[src/hdl/dccm_pkg.sv]
package dccm_pkg;

   localparam int DATA_W  = 32;            // bits per bank word
   localparam int BYTES_W = DATA_W / 8;    // bytes per bank word
   localparam int INDEX_W = 12;            // word index field of an address
   localparam int ADDR_W  = INDEX_W + 3;   // index + bank + byte offset

   typedef logic [DATA_W-1:0]    word_t;
   typedef logic [2*DATA_W-1:0]  dword_t;  // second word high, first word low
   typedef logic [2*BYTES_W-1:0] byteen_t;

   typedef enum logic [1:0] {
      SZ_BYTE = 2'd0,
      SZ_HALF = 2'd1,
      SZ_WORD = 2'd2
   } size_e;

   // byte address, seen flat for arithmetic or split for bank steering
   typedef union packed {
      logic [ADDR_W-1:0] flat;
      struct packed {
         logic [INDEX_W-1:0] index;
         logic               bank;         // selects lo/hi bank
         logic [1:0]         offset;       // byte within the word
      } f;
   } addr_t;

   typedef struct packed {
      logic  valid;
      size_e size;
      addr_t addr;
   } ld_req_t;

   typedef struct packed {
      logic  valid;
      word_t data;                         // right justified
   } ld_rsp_t;

   // store buffer forwarding for the load in M
   typedef struct packed {
      byteen_t byteen;
      dword_t  data;
   } fwd_t;

   typedef struct packed {
      logic  valid;
      addr_t addr;                         // word aligned
      word_t data;
   } stbuf_req_t;

   typedef struct packed {
      logic               en;
      logic [INDEX_W-1:0] index;
   } bank_rd_t;

   typedef struct packed {
      logic               en;
      logic [INDEX_W-1:0] index;
      word_t              data;
   } bank_wr_t;

   typedef logic [1:0] bank_use_t;         // bit 0 lo bank, bit 1 hi bank

endpackage

[src/hdl/dccm_load_pipe.sv]
`timescale 1ns/100ps

module dccm_load_pipe (
   input  logic                clk,
   input  logic                arst_n,
   input  dccm_pkg::ld_req_t   ld_req,
   input  dccm_pkg::fwd_t      fwd,
   output dccm_pkg::bank_rd_t  bank_rd_lo,
   output dccm_pkg::bank_rd_t  bank_rd_hi,
   output dccm_pkg::bank_use_t bank_use,
   input  dccm_pkg::word_t     rd_data_lo,
   input  dccm_pkg::word_t     rd_data_hi,
   output dccm_pkg::ld_rsp_t   ld_rsp
);

   dccm_pkg::addr_t  end_addr;   // address of the last byte
   logic [1:0]       size_m1;    // access bytes minus one
   logic             cross_d;    // access spills into the next word
   logic             m_valid;
   logic             m_bank;     // start bank of the load in M
   logic             m_cross;
   logic [1:0]       m_offset;
   dccm_pkg::word_t  first_m;
   dccm_pkg::word_t  second_m;
   logic             r_valid;
   logic [1:0]       r_offset;
   dccm_pkg::dword_t r_pair;
   dccm_pkg::fwd_t   r_fwd;
   dccm_pkg::dword_t merged;
   dccm_pkg::dword_t shifted;

   always_comb begin
      case (ld_req.size)
         dccm_pkg::SZ_HALF: size_m1 = 2'd1;
         dccm_pkg::SZ_WORD: size_m1 = 2'd3;
         default:           size_m1 = 2'd0;
      endcase
   end

   assign end_addr.flat = ld_req.addr.flat + dccm_pkg::ADDR_W'(size_m1);
   assign cross_d       = ld_req.addr.f.bank ^ end_addr.f.bank;

   // D stage, each bank serves whichever word lives in it
   assign bank_use[0] = ld_req.valid & (~ld_req.addr.f.bank | ~end_addr.f.bank);
   assign bank_use[1] = ld_req.valid & (ld_req.addr.f.bank | end_addr.f.bank);

   assign bank_rd_lo.en    = bank_use[0];
   assign bank_rd_lo.index = ld_req.addr.f.bank ? end_addr.f.index : ld_req.addr.f.index;
   assign bank_rd_hi.en    = bank_use[1];
   assign bank_rd_hi.index = ld_req.addr.f.bank ? ld_req.addr.f.index : end_addr.f.index;

   always_ff @(posedge clk or negedge arst_n) begin
      if (!arst_n) begin
         m_valid <= 1'b0;
         r_valid <= 1'b0;
      end else begin
         m_valid <= ld_req.valid;
         r_valid <= m_valid;
      end
   end

   // M stage, put bank data back in address order
   assign first_m  = m_bank ? rd_data_hi : rd_data_lo;
   assign second_m = m_cross ? (m_bank ? rd_data_lo : rd_data_hi) : first_m;

   always_ff @(posedge clk) begin
      m_bank   <= ld_req.addr.f.bank;
      m_cross  <= cross_d;
      m_offset <= ld_req.addr.f.offset;
      r_offset <= m_offset;
      r_pair   <= {second_m, first_m};
      r_fwd    <= fwd;   // forwarding belongs to the load in M
   end

   // R stage, forwarded bytes win over bank bytes
   always_comb begin
      for (int i = 0; i < 2 * dccm_pkg::BYTES_W; i++) begin
         merged[8*i +: 8] = r_fwd.byteen[i] ? r_fwd.data[8*i +: 8] : r_pair[8*i +: 8];
      end
   end

   assign shifted     = merged >> {r_offset, 3'b000};
   assign ld_rsp.valid = r_valid;
   assign ld_rsp.data  = shifted[dccm_pkg::DATA_W-1:0];   // upper bytes left as read

   // size 3 has no meaning and would read as a byte
   a_size_legal: assert property (@(posedge clk) disable iff (!arst_n)
      ld_req.valid |-> (ld_req.size != 2'd3))
      else $error("load request with an undefined size");

endmodule

[config.mk]
export PLATFORM = sky130hd
export DESIGN_NAME = dccm_load_pipe
export DESIGN_NICKNAME = d
export VERILOG_FILES = /design/src/hdl/dccm_pkg.sv /design/src/hdl/dccm_load_pipe.sv
export SDC_FILE = /design/constraint.sdc
export NUM_CORES = 1
export LEC_CHECK = 0
export BUFFER_PORTS_ARGS = -buffer_cell sky130_fd_sc_hd__buf_2
export CORE_MARGIN = 10
export CORE_UTILIZATION = 43
export CTS_CLUSTER_SIZE = 20
export DETAILED_ROUTE_END_ITERATION = 8
export GPL_TIMING_DRIVEN = 0
export HOLD_SLACK_MARGIN = 0.03
export PLACE_DENSITY = 0.89
export SYNTH_ARGS = -nofsm -noshare
export SYNTH_HDL_FRONTEND = slang
export SYNTH_SLANG_ARGS = --single-unit
[constraint.sdc]
create_clock -name clk -period 1.3 [get_ports clk]
set_input_delay 0 -clock clk [delete_from_list [all_inputs] [get_ports clk]]
set_output_delay 0 -clock clk [all_outputs]
set_load 0.1 [all_outputs]
==> impl_metrics.ini, run 1 <==
[die]
die_w_microns = 127
start_util_pct = 43.6
rows = 39
die_h_microns = 127
design.portCount = 217

[logic_synthesis]
synth_top_area_share_pct = 50.5
synth_area_leaders = dfxtp_1 (51%), mux2_2 (16%), mux2i_1 (15%)
ys_ff_latch = 127
synthCells = 438
yosysTopAreaCell = dfxtp_1
yosys_warnings = 0
syn_nets = 598
syn_area_sq_mm = 0.00495
post_synth.cell_area_avg_sq_um = 11.3
yosysSeqAreaShare_pct = 51.5
synth_cell_type_count = 23

[clock_network]
htree_levels = 4
cts_buffers = 17
root_buffer = clkbuf_16
clockBufferDepth = 2
cts.sinks = 127

[placement]
hpwl_microns = 13400
dp_slack_ps = -709
place_congestion = 0.856
io_buffers = 207

[global_route]
overflow = 64
grt_usage_pct = 60.8
grt_max_degree = 17
antenna_found_initial = 3

[run_status]
status = aborted with a tool error
error = [ERROR GRT-0232] Routing congestion too high. Check the congestion heatmap in the GUI.
outcome.stop_stage = global routing

[timing]
crit_endpoint = ld_rsp[19]
endpoint_type = top-level output
## logic make-up after synthesis
kind of cell               count (synthesis)  synth area share (%)
muxes                                    144                  30.9
DFF                                      127                  51.5
and+or+nand+nor                           60                  5.00
buffers and inverters                     47                  4.32
AOI/OAI and AO/OA                         42                  4.35
xor gates and xnor gates                  14                  2.86
adders and majority gates                  4                  1.01
## routing by layer
| metal | global-route usage (%) | GRT overflow |
|---|---|---|
| met4 | 66.3 | 22 |
| met2 | 79.8 | 40 |
| met3 | 39.9 | 1 |
| met5 | 4.64 | 0 |
| met1 | 60.1 | 1 |
## cells in the mapped netlist
| library cell | n |
|---|---|
| inv_1 | 6 |
| nand4_1 | 4 |
| nand2_1 | 29 |
| dfxtp_1 | 125 |
| clkbuf_1 | 19 |
| nand3_1 | 3 |
| ha_1 | 4 |
| buf_4 | 6 |
| a21oi_1 | 17 |
| nor2_1 | 21 |
| nand3b_1 | 1 |
| mux2i_1 | 72 |
| xor2_1 | 5 |
| xnor2_1 | 8 |
| o21ai_0 | 24 |
| buf_2 | 12 |
| buf_1 | 4 |
| nor2b_1 | 2 |
| dfrtp_1 | 2 |
| xor2_4 | 1 |
| a211o_2 | 1 |
| mux2_2 | 71 |
| mux2_1 | 1 |
## through the flow
| stage | area (sq um) | instances | hold WS [ps] |
|---|---|---|---|
| floorplan | 6350 | 438 | -296 |
| detailed placement | 7570 | 788 | -214 |
| CTS | 10500 | 961 | 70.6 |
| global placement | 7570 | 788 | -213 |
## what timing repair did
action | CTS
hold buffers | 133
resized for setup | 241
endpoints found under the setup margin | 78
pin swaps | 29
gates cloned | 1
buffers inserted | 8
hold endpoints to repair | 126
==> run 2, diff against run 1 <==
- CORE_UTILIZATION: 43 -> 38
- CTS_CLUSTER_SIZE: 20 -> unset
- HOLD_SLACK_MARGIN: 0.03 -> unset
- PLACE_DENSITY: 0.89 -> unset
- PLACE_DENSITY_LB_ADDON: unset -> 0.15
- clock period: 1.3 -> 1.7 ns (I/O delays scaled with it)
==> run 2 against run 1 <==
  * The flow now finishes, with violations (negative setup slack)
  * Area after synthesis is the same
  * Synthesized cell count is the same
==> impl_metrics.ini, run 2 <==
[run_status]
status = complete, but fails checks
violations = negative setup slack

[setup_path]
crit_type = reg2out
path_buf_inv = 2
crit_chain = buf_12 -> mux2i_2 -> nor2_2 -> a21oi_4 -> mux2i_4 -> buf_12
required_ps = 1700
worstSetupEndpointType = primary output
path_common_cell = buf_12
rrSetupSlack_ps = 150
crit_fanout = 8
crit_family = multiplexers
crit_arrival_ps = 1790
cp_slowest_stage_delay_ps = 340
start_kind = flop
cpMaxStageDelayCell = dfxtp_2

[cells_and_area]
drive_gt1_share_pct = 57.8
final_cell_mix = buf_2 (162), dlygate4sd3_1 (133), dfxtp_1 (118)
seqCellArea_sq_mm = 0.00256
nFillCells = 695
layout.nets = 962
multi_input_area_sq_mm = 0.00342
syn_to_final_growth_pct = 108
finish.instance_area_sq_mm = 0.0103
top_register = r_fwd
layout_commonest_cell = buf_2
largest_register_ffs = 63
fin_util_pct = 81.1
reg.largest.list = r_fwd x63, r_pair x56

[drt]
routedWlPerCell_microns = 20.5
routed_via_density = 4.72
wirelength_microns = 20200
drcViolationCount = 0
vias = 4667
dr.first_iter.drc_count = 132
antenna_left = 0
dr.pass1.iters = 4

[logic_synthesis]
syn_nets = 598
synth_common_cells = dfxtp_1 (125), mux2i_1 (72), mux2_2 (71)
synth_cell_type_count = 23
yosysSeqAreaShare_pct = 51.5
synth_top_area_share_pct = 50.5
synth_edf_count = 0
syn_area_sq_mm = 0.00495
ys.flop_type = dfxtp_1
async_reset_ff_share_pct = 1.57
synthCells = 438
synth_area_leaders = dfxtp_1 (51%), mux2_2 (16%), mux2i_1 (15%)
ys_ff_latch = 127
yosys_warnings = 0
yosysMostFrequentCell = dfxtp_1
post_synth.cell_area_avg_sq_um = 11.3
yosysTopAreaCell = dfxtp_1

[clock_network]
path_clk_slew_ps = 60
htree_levels = 4
cts_tree = done
cts_buffers = 17
clockBufferDepth = 2
cts.sinks = 127
clk_latency_ps = 420
root_buffer = clkbuf_16

[die]
die_h_microns = 134
start_util_pct = 39.1
die_w_microns = 134
fp.coreArea_sq_mm = 0.0127
die-area_sq_mm = 0.0180
rows = 41
design.portCount = 217

[global_route]
grt_max_degree = 17
overflow = 0
grt_pass1_wl_microns = 30800
grt_usage_pct = 22.3
grt_pass1_vias = 5475
antenna_found_initial = 1

[timing]
finalHoldViolCount = 0
finalWorstPathRequiredPeriod_ps = 1790
relSlewSlack_pct = 67.0
setup_viol = 28
fin_crit_sh_pct = 105
rsz0062_at_grt = true
skew_ps = 8.02
hold-worst-slack_ps = 39.0
maxSlewViolCount = 0
max_freq_mhz = 559
tightest_slew_ps = 498
setup_ws_ps = -87.4

[placement]
io_buffers = 207
hpwl_microns = 12700
place_congestion = 0.765
placed_area_sq_mm = 0.00687
dp_slack_ps = -287

[pwr]
vdd_drop_max_uv = 754
finalPower_uw = 10700
pwr_density_cell_mw_per_mm2 = 1040
power.leakage_uw = 0.00438

[hold_path]
hold_class = in2reg

[flow_run]
max_cap_violations = 0
-- run 2: metrics by stage --
stage	TNS, ps	std cells
finish	-1410	988
global route	-3020	988
CTS	-1700	983
detailed placement	-8190	817
global placement	-7130	817
floorplan	-1980	438
-- run 2: logic make-up after synthesis --
logic type	after synthesis	synth area share, %
muxes	144	30.9
AOI/OAI and AO/OA	42	4.35
DFF	127	51.5
xor gates and xnor gates	14	2.86
buffers and inverters	47	4.32
and+or+nand+nor	60	5.00
adders and majority gates	4	1.01
-- run 2: final timing paths --
| path | from | end | cells after the start |
|---|---|---|---|
| max | r_fwd[65]$_DFF_P_ | ld_rsp[1] | 6 |
| min | ld_req[2] | m_cross$_DFF_P_ | 4 |
| max reg2reg | m_bank$_DFF_P_ | r_pair[36]$_DFF_P_ | 4 |
| min reg2reg | m_offset[1]$_DFF_P_ | r_offset[1]$_DFF_P_ | 0 |
| max in group asynchronous | arst_n | r_valid$_DFF_PN0_ | 3 |
| min in group asynchronous | arst_n | m_valid$_DFF_PN0_ | 3 |
-- run 2: repair_timing --
action	CTS	global route
cloned	0	2
hold buffers	133	0
resized for setup	297	62
setup buffers	2	2
setup endpoints to repair	45	44
pin swaps	21	20
hold endpoints to repair	126	0
-- run 2: layout make-up --
type                       count  area share (%)
buffer                        40            4.32
tap                          172            2.09
inverter                       6           0.243
sequential                   127            24.9
clock buffer                  21            4.58
antenna                        1          0.0243
timing repair buffer         346            29.3
multi-input combinational    264            33.3
clock inverter                11            1.28
-- run 2: power by group --
| part | total [uW] | switching, uW | internal, uW |
|---|---|---|---|
| clock | 3630 | 1340 | 2290 |
| sequential | 3360 | 120 | 3240 |
| combinational | 3710 | 2150 | 1560 |
-- run 2: tightest hold or removal path, delay by kind of cell --
family | cells | cell delay [ps]
buf+inv | 2 | 200
fa+ha+maj | 1 | 140
xor+xnor | 1 | 60
-- run 2: layer usage --
| metal | part of all wire (%) | routed length, microns | GRT usage, % | vias up |
|---|---|---|---|---|
| met5 | 0 | 0 | 0 | - |
| met4 | 2.3 | 474 | 8.22 | 0 |
| met3 | 6.2 | 1250 | 7.09 | 32 |
| met2 | 53 | 10700 | 40.2 | 170 |
| met1 | 39 | 7810 | 23.6 | 2228 |
| li1 | - | - | - | 2237 |
Power figures use the tool's default switching activity.
==> run 3, diff against run 2 <==
- clock period: 1.7 -> 2.25 ns (I/O delays scaled with it)
==> run 3 against run 2 <==
  * The run now ends clean
  * Via count grew 0.11%
  * Worst hold slack better by 180 ps
  * Design area shrank 17%
  * Power decreased by 30%
  * Sequential power fell by 26%
  * Clock power down 21%
  * Final cell count increased by 1.8%
  * Clock skew shrank 2.1 ps
  * Critical path type unchanged
==> impl_metrics.ini, run 3 (synthesized netlist as in run 2, its figures left out) <==
[pwr]
power.leakage_uw = 0.00403
pwr_density_cell_mw_per_mm2 = 874
clkPwrFrac_pct = 38.2
p_sw_uw = 2430
finalPower_uw = 7500
p_int_uw = 5070
combPwrFrac_pct = 28.5
power_frac_seq_pct = 33.3
vdd_drop_max_uv = 549
p_sw_share_pct = 32.4

[cells_and_area]
fin_cells = 1006
reg.largest.list = r_fwd x63, r_pair x56
syn_to_final_growth_pct = 73.1
final_cell_mix = buf_2 (199), dlygate4sd3_1 (157), dfxtp_1 (125)
antenna_cells = 0
drive_gt1_share_pct = 42.7
top_register = r_fwd
layout_commonest_cell = buf_2
layout.nets = 981
finish.instance_area_sq_mm = 0.00857
largest_register_ffs = 63

[setup_path]
cpMaxStageDelayCell = mux2_2
worstSetupEndpointType = primary output
required_ps = 2250
crit_family = multiplexers
crit_start = r_fwd[67]$_DFF_P_
rrSetupSlack_ps = 160
cp_slowest_stage_delay_ps = 400
endpoint = ld_rsp[16]
crit_type = reg2out
crit_chain = buf_2 -> mux2_2 -> o21ai_0 -> mux2i_1 -> clkbuf_4
timing.rr.end = r_pair[44]$_DFF_P_
crit_arrival_ps = 2150
start_kind = flop
reg2reg_from = m_bank$_DFF_P_
crit_fanout = 8
worstSetupPathDepth = 5
r2r_cells = 5
path_buf_inv = 2

[timing]
skew_ps = 5.96
fin_crit_sh_pct = 95.4
tightest_slew_ps = 526
finalHoldViolCount = 0
setup_ws_ps = 103
maxSlewViolCount = 0
relSlewSlack_pct = 65.2
fin_tns_setup_ps = 0
finalWorstPathRequiredPeriod_ps = 2150
max_freq_mhz = 466
setup_viol = 0
rsz0062_at_grt = false

[drt]
drcViolationCount = 0
dr.first_iter.drc_count = 164
routedWlPerCell_microns = 18.5
wirelength_microns = 18600
antenna_left = 0
vias = 4672
dr.pass1.iters = 4
routed_via_density = 4.64

[clock_network]
clk_latency_ps = 420
cts_buffers = 17
cts.sinks = 127
clockBufferDepth = 2
htree_levels = 4
path_clk_slew_ps = 50
root_buffer = clkbuf_16
cts_tree = done

[die]
die-area_sq_mm = 0.0180
die_h_microns = 134
die_w_microns = 134
fp.coreArea_sq_mm = 0.0127
rows = 41
design.portCount = 217
start_util_pct = 39.1

[placement]
hpwl_microns = 12600
io_buffers = 207
dp_slack_ps = 339
placed_area_sq_mm = 0.00631
place_congestion = 0.817
post-place-cells = 817

[global_route]
overflow = 0
grt_usage_pct = 20.7
antenna_found_initial = 0
grt_pass1_vias = 5298
grt_max_degree = 17
grt_pass1_wl_microns = 28400

[hold_path]
hold_class = in2reg

[run_status]
status = completed

[flow_run]
max_cap_violations = 0
-- run 3: cell type report --
class,instances,area [sq um]
Fill cell,967,4100
Timing Repair Buffer,364,2660
Sequential cell,127,2550
Multi-Input combinational cell,264,2300
Clock buffer,23,498
Tap cell,172,215
Buffer,41,203
Clock inverter,9,130
Inverter,6,22.5
-- run 3: metal layers --
metal / vias to the layer above / GRT usage (%) / routed length (microns)
li1: 2259 / - / -
met1: 2207 / 21.6 / 7210
met2: 184 / 37.0 / 9550
met3: 22 / 8.74 / 1580
met4: 0 / 6.29 / 262
met5: - / 0 / 0
-- run 3: how the worst min path moves through the flow --
| stage | from | end | depth (start not counted) |
|---|---|---|---|
| 6_report | fwd[14] | r_fwd[14]$_DFF_P_ | 2 |
| 3_3_place_gp | arst_n | m_valid$_DFF_PN0_ | 1 |
| 4_1_cts | fwd[5] | r_fwd[5]$_DFF_P_ | 2 |
| 3_5_place_dp | arst_n | r_valid$_DFF_PN0_ | 1 |
| 2_1_floorplan | arst_n | m_valid$_DFF_PN0_ | 0 |
| 5_1_grt | fwd[51] | r_fwd[51]$_DFF_P_ | 2 |
-- run 3: power by group through the flow --
stage | logic (uW) | registers, uW | clock network [uW]
after CTS | 2110 | 2500 | 2890
final | 2140 | 2500 | 2860
after floorplan | 1380 | 2530 | 0
after detailed placement | 1830 | 2540 | 0
after global routing | 2240 | 2520 | 3010
after global placement | 1810 | 2540 | 0
-- run 3: through the flow --
step	hold WS [ps]	utilization (%)
2_1_floorplan	-296	-
3_3_place_gp	-215	49.8
3_5_place_dp	-211	49.8
4_1_cts	193	67.4
5_1_grt	205	67.7
6_report	218	67.7
-- run 3: what timing repair did --
item                                   in CTS  in global routing
resized for setup                          10                 22
setup buffers                               0                  0
endpoints found under the hold margin     126                  0
hold buffers                              157                  0
pin swaps                                   0                  0
setup endpoints to repair                  22                 30
==> run 4, diff against run 3 <==
- REMOVE_ABC_BUFFERS: unset -> 1
==> run 4 against run 3 <==
  * Core utilization down 2.0 points
  * Sequential power up 2%
  * Combinational power down 9%
  * Die area unchanged
  * Critical path type is now in2out
==> impl_metrics.ini, run 4 (synthesized netlist as in run 2, its figures left out) <==
[drt]
dr.pass1.iters = 4
routed_via_density = 4.56
antenna_left = 0
wirelength_microns = 16800
drcViolationCount = 0
vias = 4389
routedWlPerCell_microns = 17.4
dr.first_iter.drc_count = 146

[die]
design.portCount = 217
rows = 41
fp.coreArea_sq_mm = 0.0127
die_h_microns = 134
start_util_pct = 39.1
die_w_microns = 134
die-area_sq_mm = 0.0180

[placement]
dp_slack_ps = -11.9
hpwl_microns = 10800
place_congestion = 0.795
io_buffers = 207

[timing]
maxSlewViolCount = 0
fin_crit_sh_pct = 93.3
hold-worst-slack_ps = 213
setup_ws_ps = 150
setup_viol = 0
finalWorstPathRequiredPeriod_ps = 2100
tightest_slew_ps = 640
finalHoldViolCount = 0
max_freq_mhz = 476
skew_ps = 10.1
relSlewSlack_pct = 57.3

[pwr]
vdd_drop_max_uv = 547
pwr_density_cell_mw_per_mm2 = 909
power.leakage_uw = 0.00388

[setup_path]
start_kind = input port
worstSetupEndpointType = primary output
crit_type = in2out
crit_arrival_ps = 2100
timing.rr.end = r_pair[53]$_DFF_P_
r2r_cells = 3
crit_fanout = 5
reg2reg_from = m_bank$_DFF_P_
required_ps = 2250
rrSetupSlack_ps = 340

[cells_and_area]
layout.nets = 937
syn_to_final_growth_pct = 68.0
drive_gt1_share_pct = 41.4
layout_commonest_cell = buf_2
top_register = r_fwd
final_cell_mix = buf_2 (199), dlygate4sd3_1 (149), dfxtp_1 (116)
fin_util_pct = 65.7
largest_register_ffs = 63
reg.largest.list = r_fwd x63, r_pair x56

[global_route]
overflow = 0
grt_usage_pct = 18.1
grt_pass1_wl_microns = 25500
met2_usage_pct = 32.8
use_met3_pct = 6.80
grt_pass1_vias = 4809
antenna_found_initial = 0
met1_usage_pct = 19.2
busiest_layer = met2
grt_max_degree = 39

[clock_network]
cts.sinks = 127
path_clk_slew_ps = 50
htree_levels = 4
cts_tree = done
clk_latency_ps = 420
root_buffer = clkbuf_16
clockBufferDepth = 2
cts_buffers = 17

[flow_run]
max_cap_violations = 0

[hold_path]
hold_depth = 2
hold_class = in2reg
hold_start = fwd[38]
hold_end = r_fwd[38]$_DFF_P_

[run_status]
status = completed
## run 4: changes by cell type in the layout (fill, tap and decap cells not counted), moves of 7 or more
cell	change
o21ai_0	+7
buf_4	-14
clkbuf_1	-15
dfxtp_2	+8
clkbuf_2	-9
dlygate4sd3_1	-8
dfxtp_1	-9
xnor2_2	-8
xnor2_1	+8
o21ai_1	-7
## run 4: final cells by class
type                            count  area [sq um]
Tap cell                          172           215
Sequential cell                   127          2570
Multi-Input combinational cell    265          2220
Fill cell                         979          4350
Antenna cell                        1          2.50
Inverter                            6          22.5
Timing Repair Buffer              360          2620
Clock buffer                       20           467
Clock inverter                     12           206
## run 4: worst max path at each step
stage / startpoint / to
6_report: ld_req[1] / bank_rd_lo[8]
5_1_grt: ld_req[1] / bank_rd_lo[8]
4_1_cts: m_bank$_DFF_P_ / r_pair[43]$_DFF_P_
3_5_place_dp: m_bank$_DFF_P_ / r_pair[53]$_DFF_P_
3_3_place_gp: r_offset[1]$_DFF_P_ / ld_rsp[25]
2_1_floorplan: r_offset[1]$_DFF_P_ / ld_rsp[24]
## run 4: per-stage QoR
| step | instance area (sq um) | total power, uW | instances | TNS (ps) |
|---|---|---|---|---|
| after detailed placement | 6080 | 4280 | 779 | -62.3 |
| after floorplan | 4760 | 3770 | 397 | -47560 |
| after global routing | 8320 | 7840 | 962 | -21.3 |
| after CTS | 8250 | 7580 | 960 | 0 |
| final | 8320 | 7560 | 963 | 0 |
| after global placement | 6010 | 4260 | 776 | -52530 |
## run 4: critical path, stage by stage
cell           delay (ps)
dlygate4sd3_1         530
buf_2                 130
ha_1                  270
nand3b_1              130
a211o_2               410
nor2_1                120
xor2_1                160
clkbuf_4              350
## run 4: power breakdown
| part | switching (uW) | leakage, uW | internal [uW] | total (uW) |
|---|---|---|---|---|
| combinational | 1280 | 0.00247 | 656 | 1940 |
| clock | 1010 | 0.000327 | 2060 | 3070 |
| sequential | 104 | 0.00108 | 2450 | 2550 |
## run 4: per-layer routing
layer / vias to the layer above / wire length (microns) / share of wire [%]
met5: - / 0 / 0
met4: 0 / 123 / 0.73
met3: 12 / 1100 / 6.6
met2: 169 / 8840 / 53
met1: 2031 / 6710 / 40
li1: 2177 / - / -
## run 4: repair_timing
action,in CTS,in global routing
endpoints found under the hold margin,126,0
cloned,0,1
pin swaps,1,0
gates resized for setup,4,14
setup endpoints to repair,40,56
buffers inserted,0,1
hold buffers,149,0
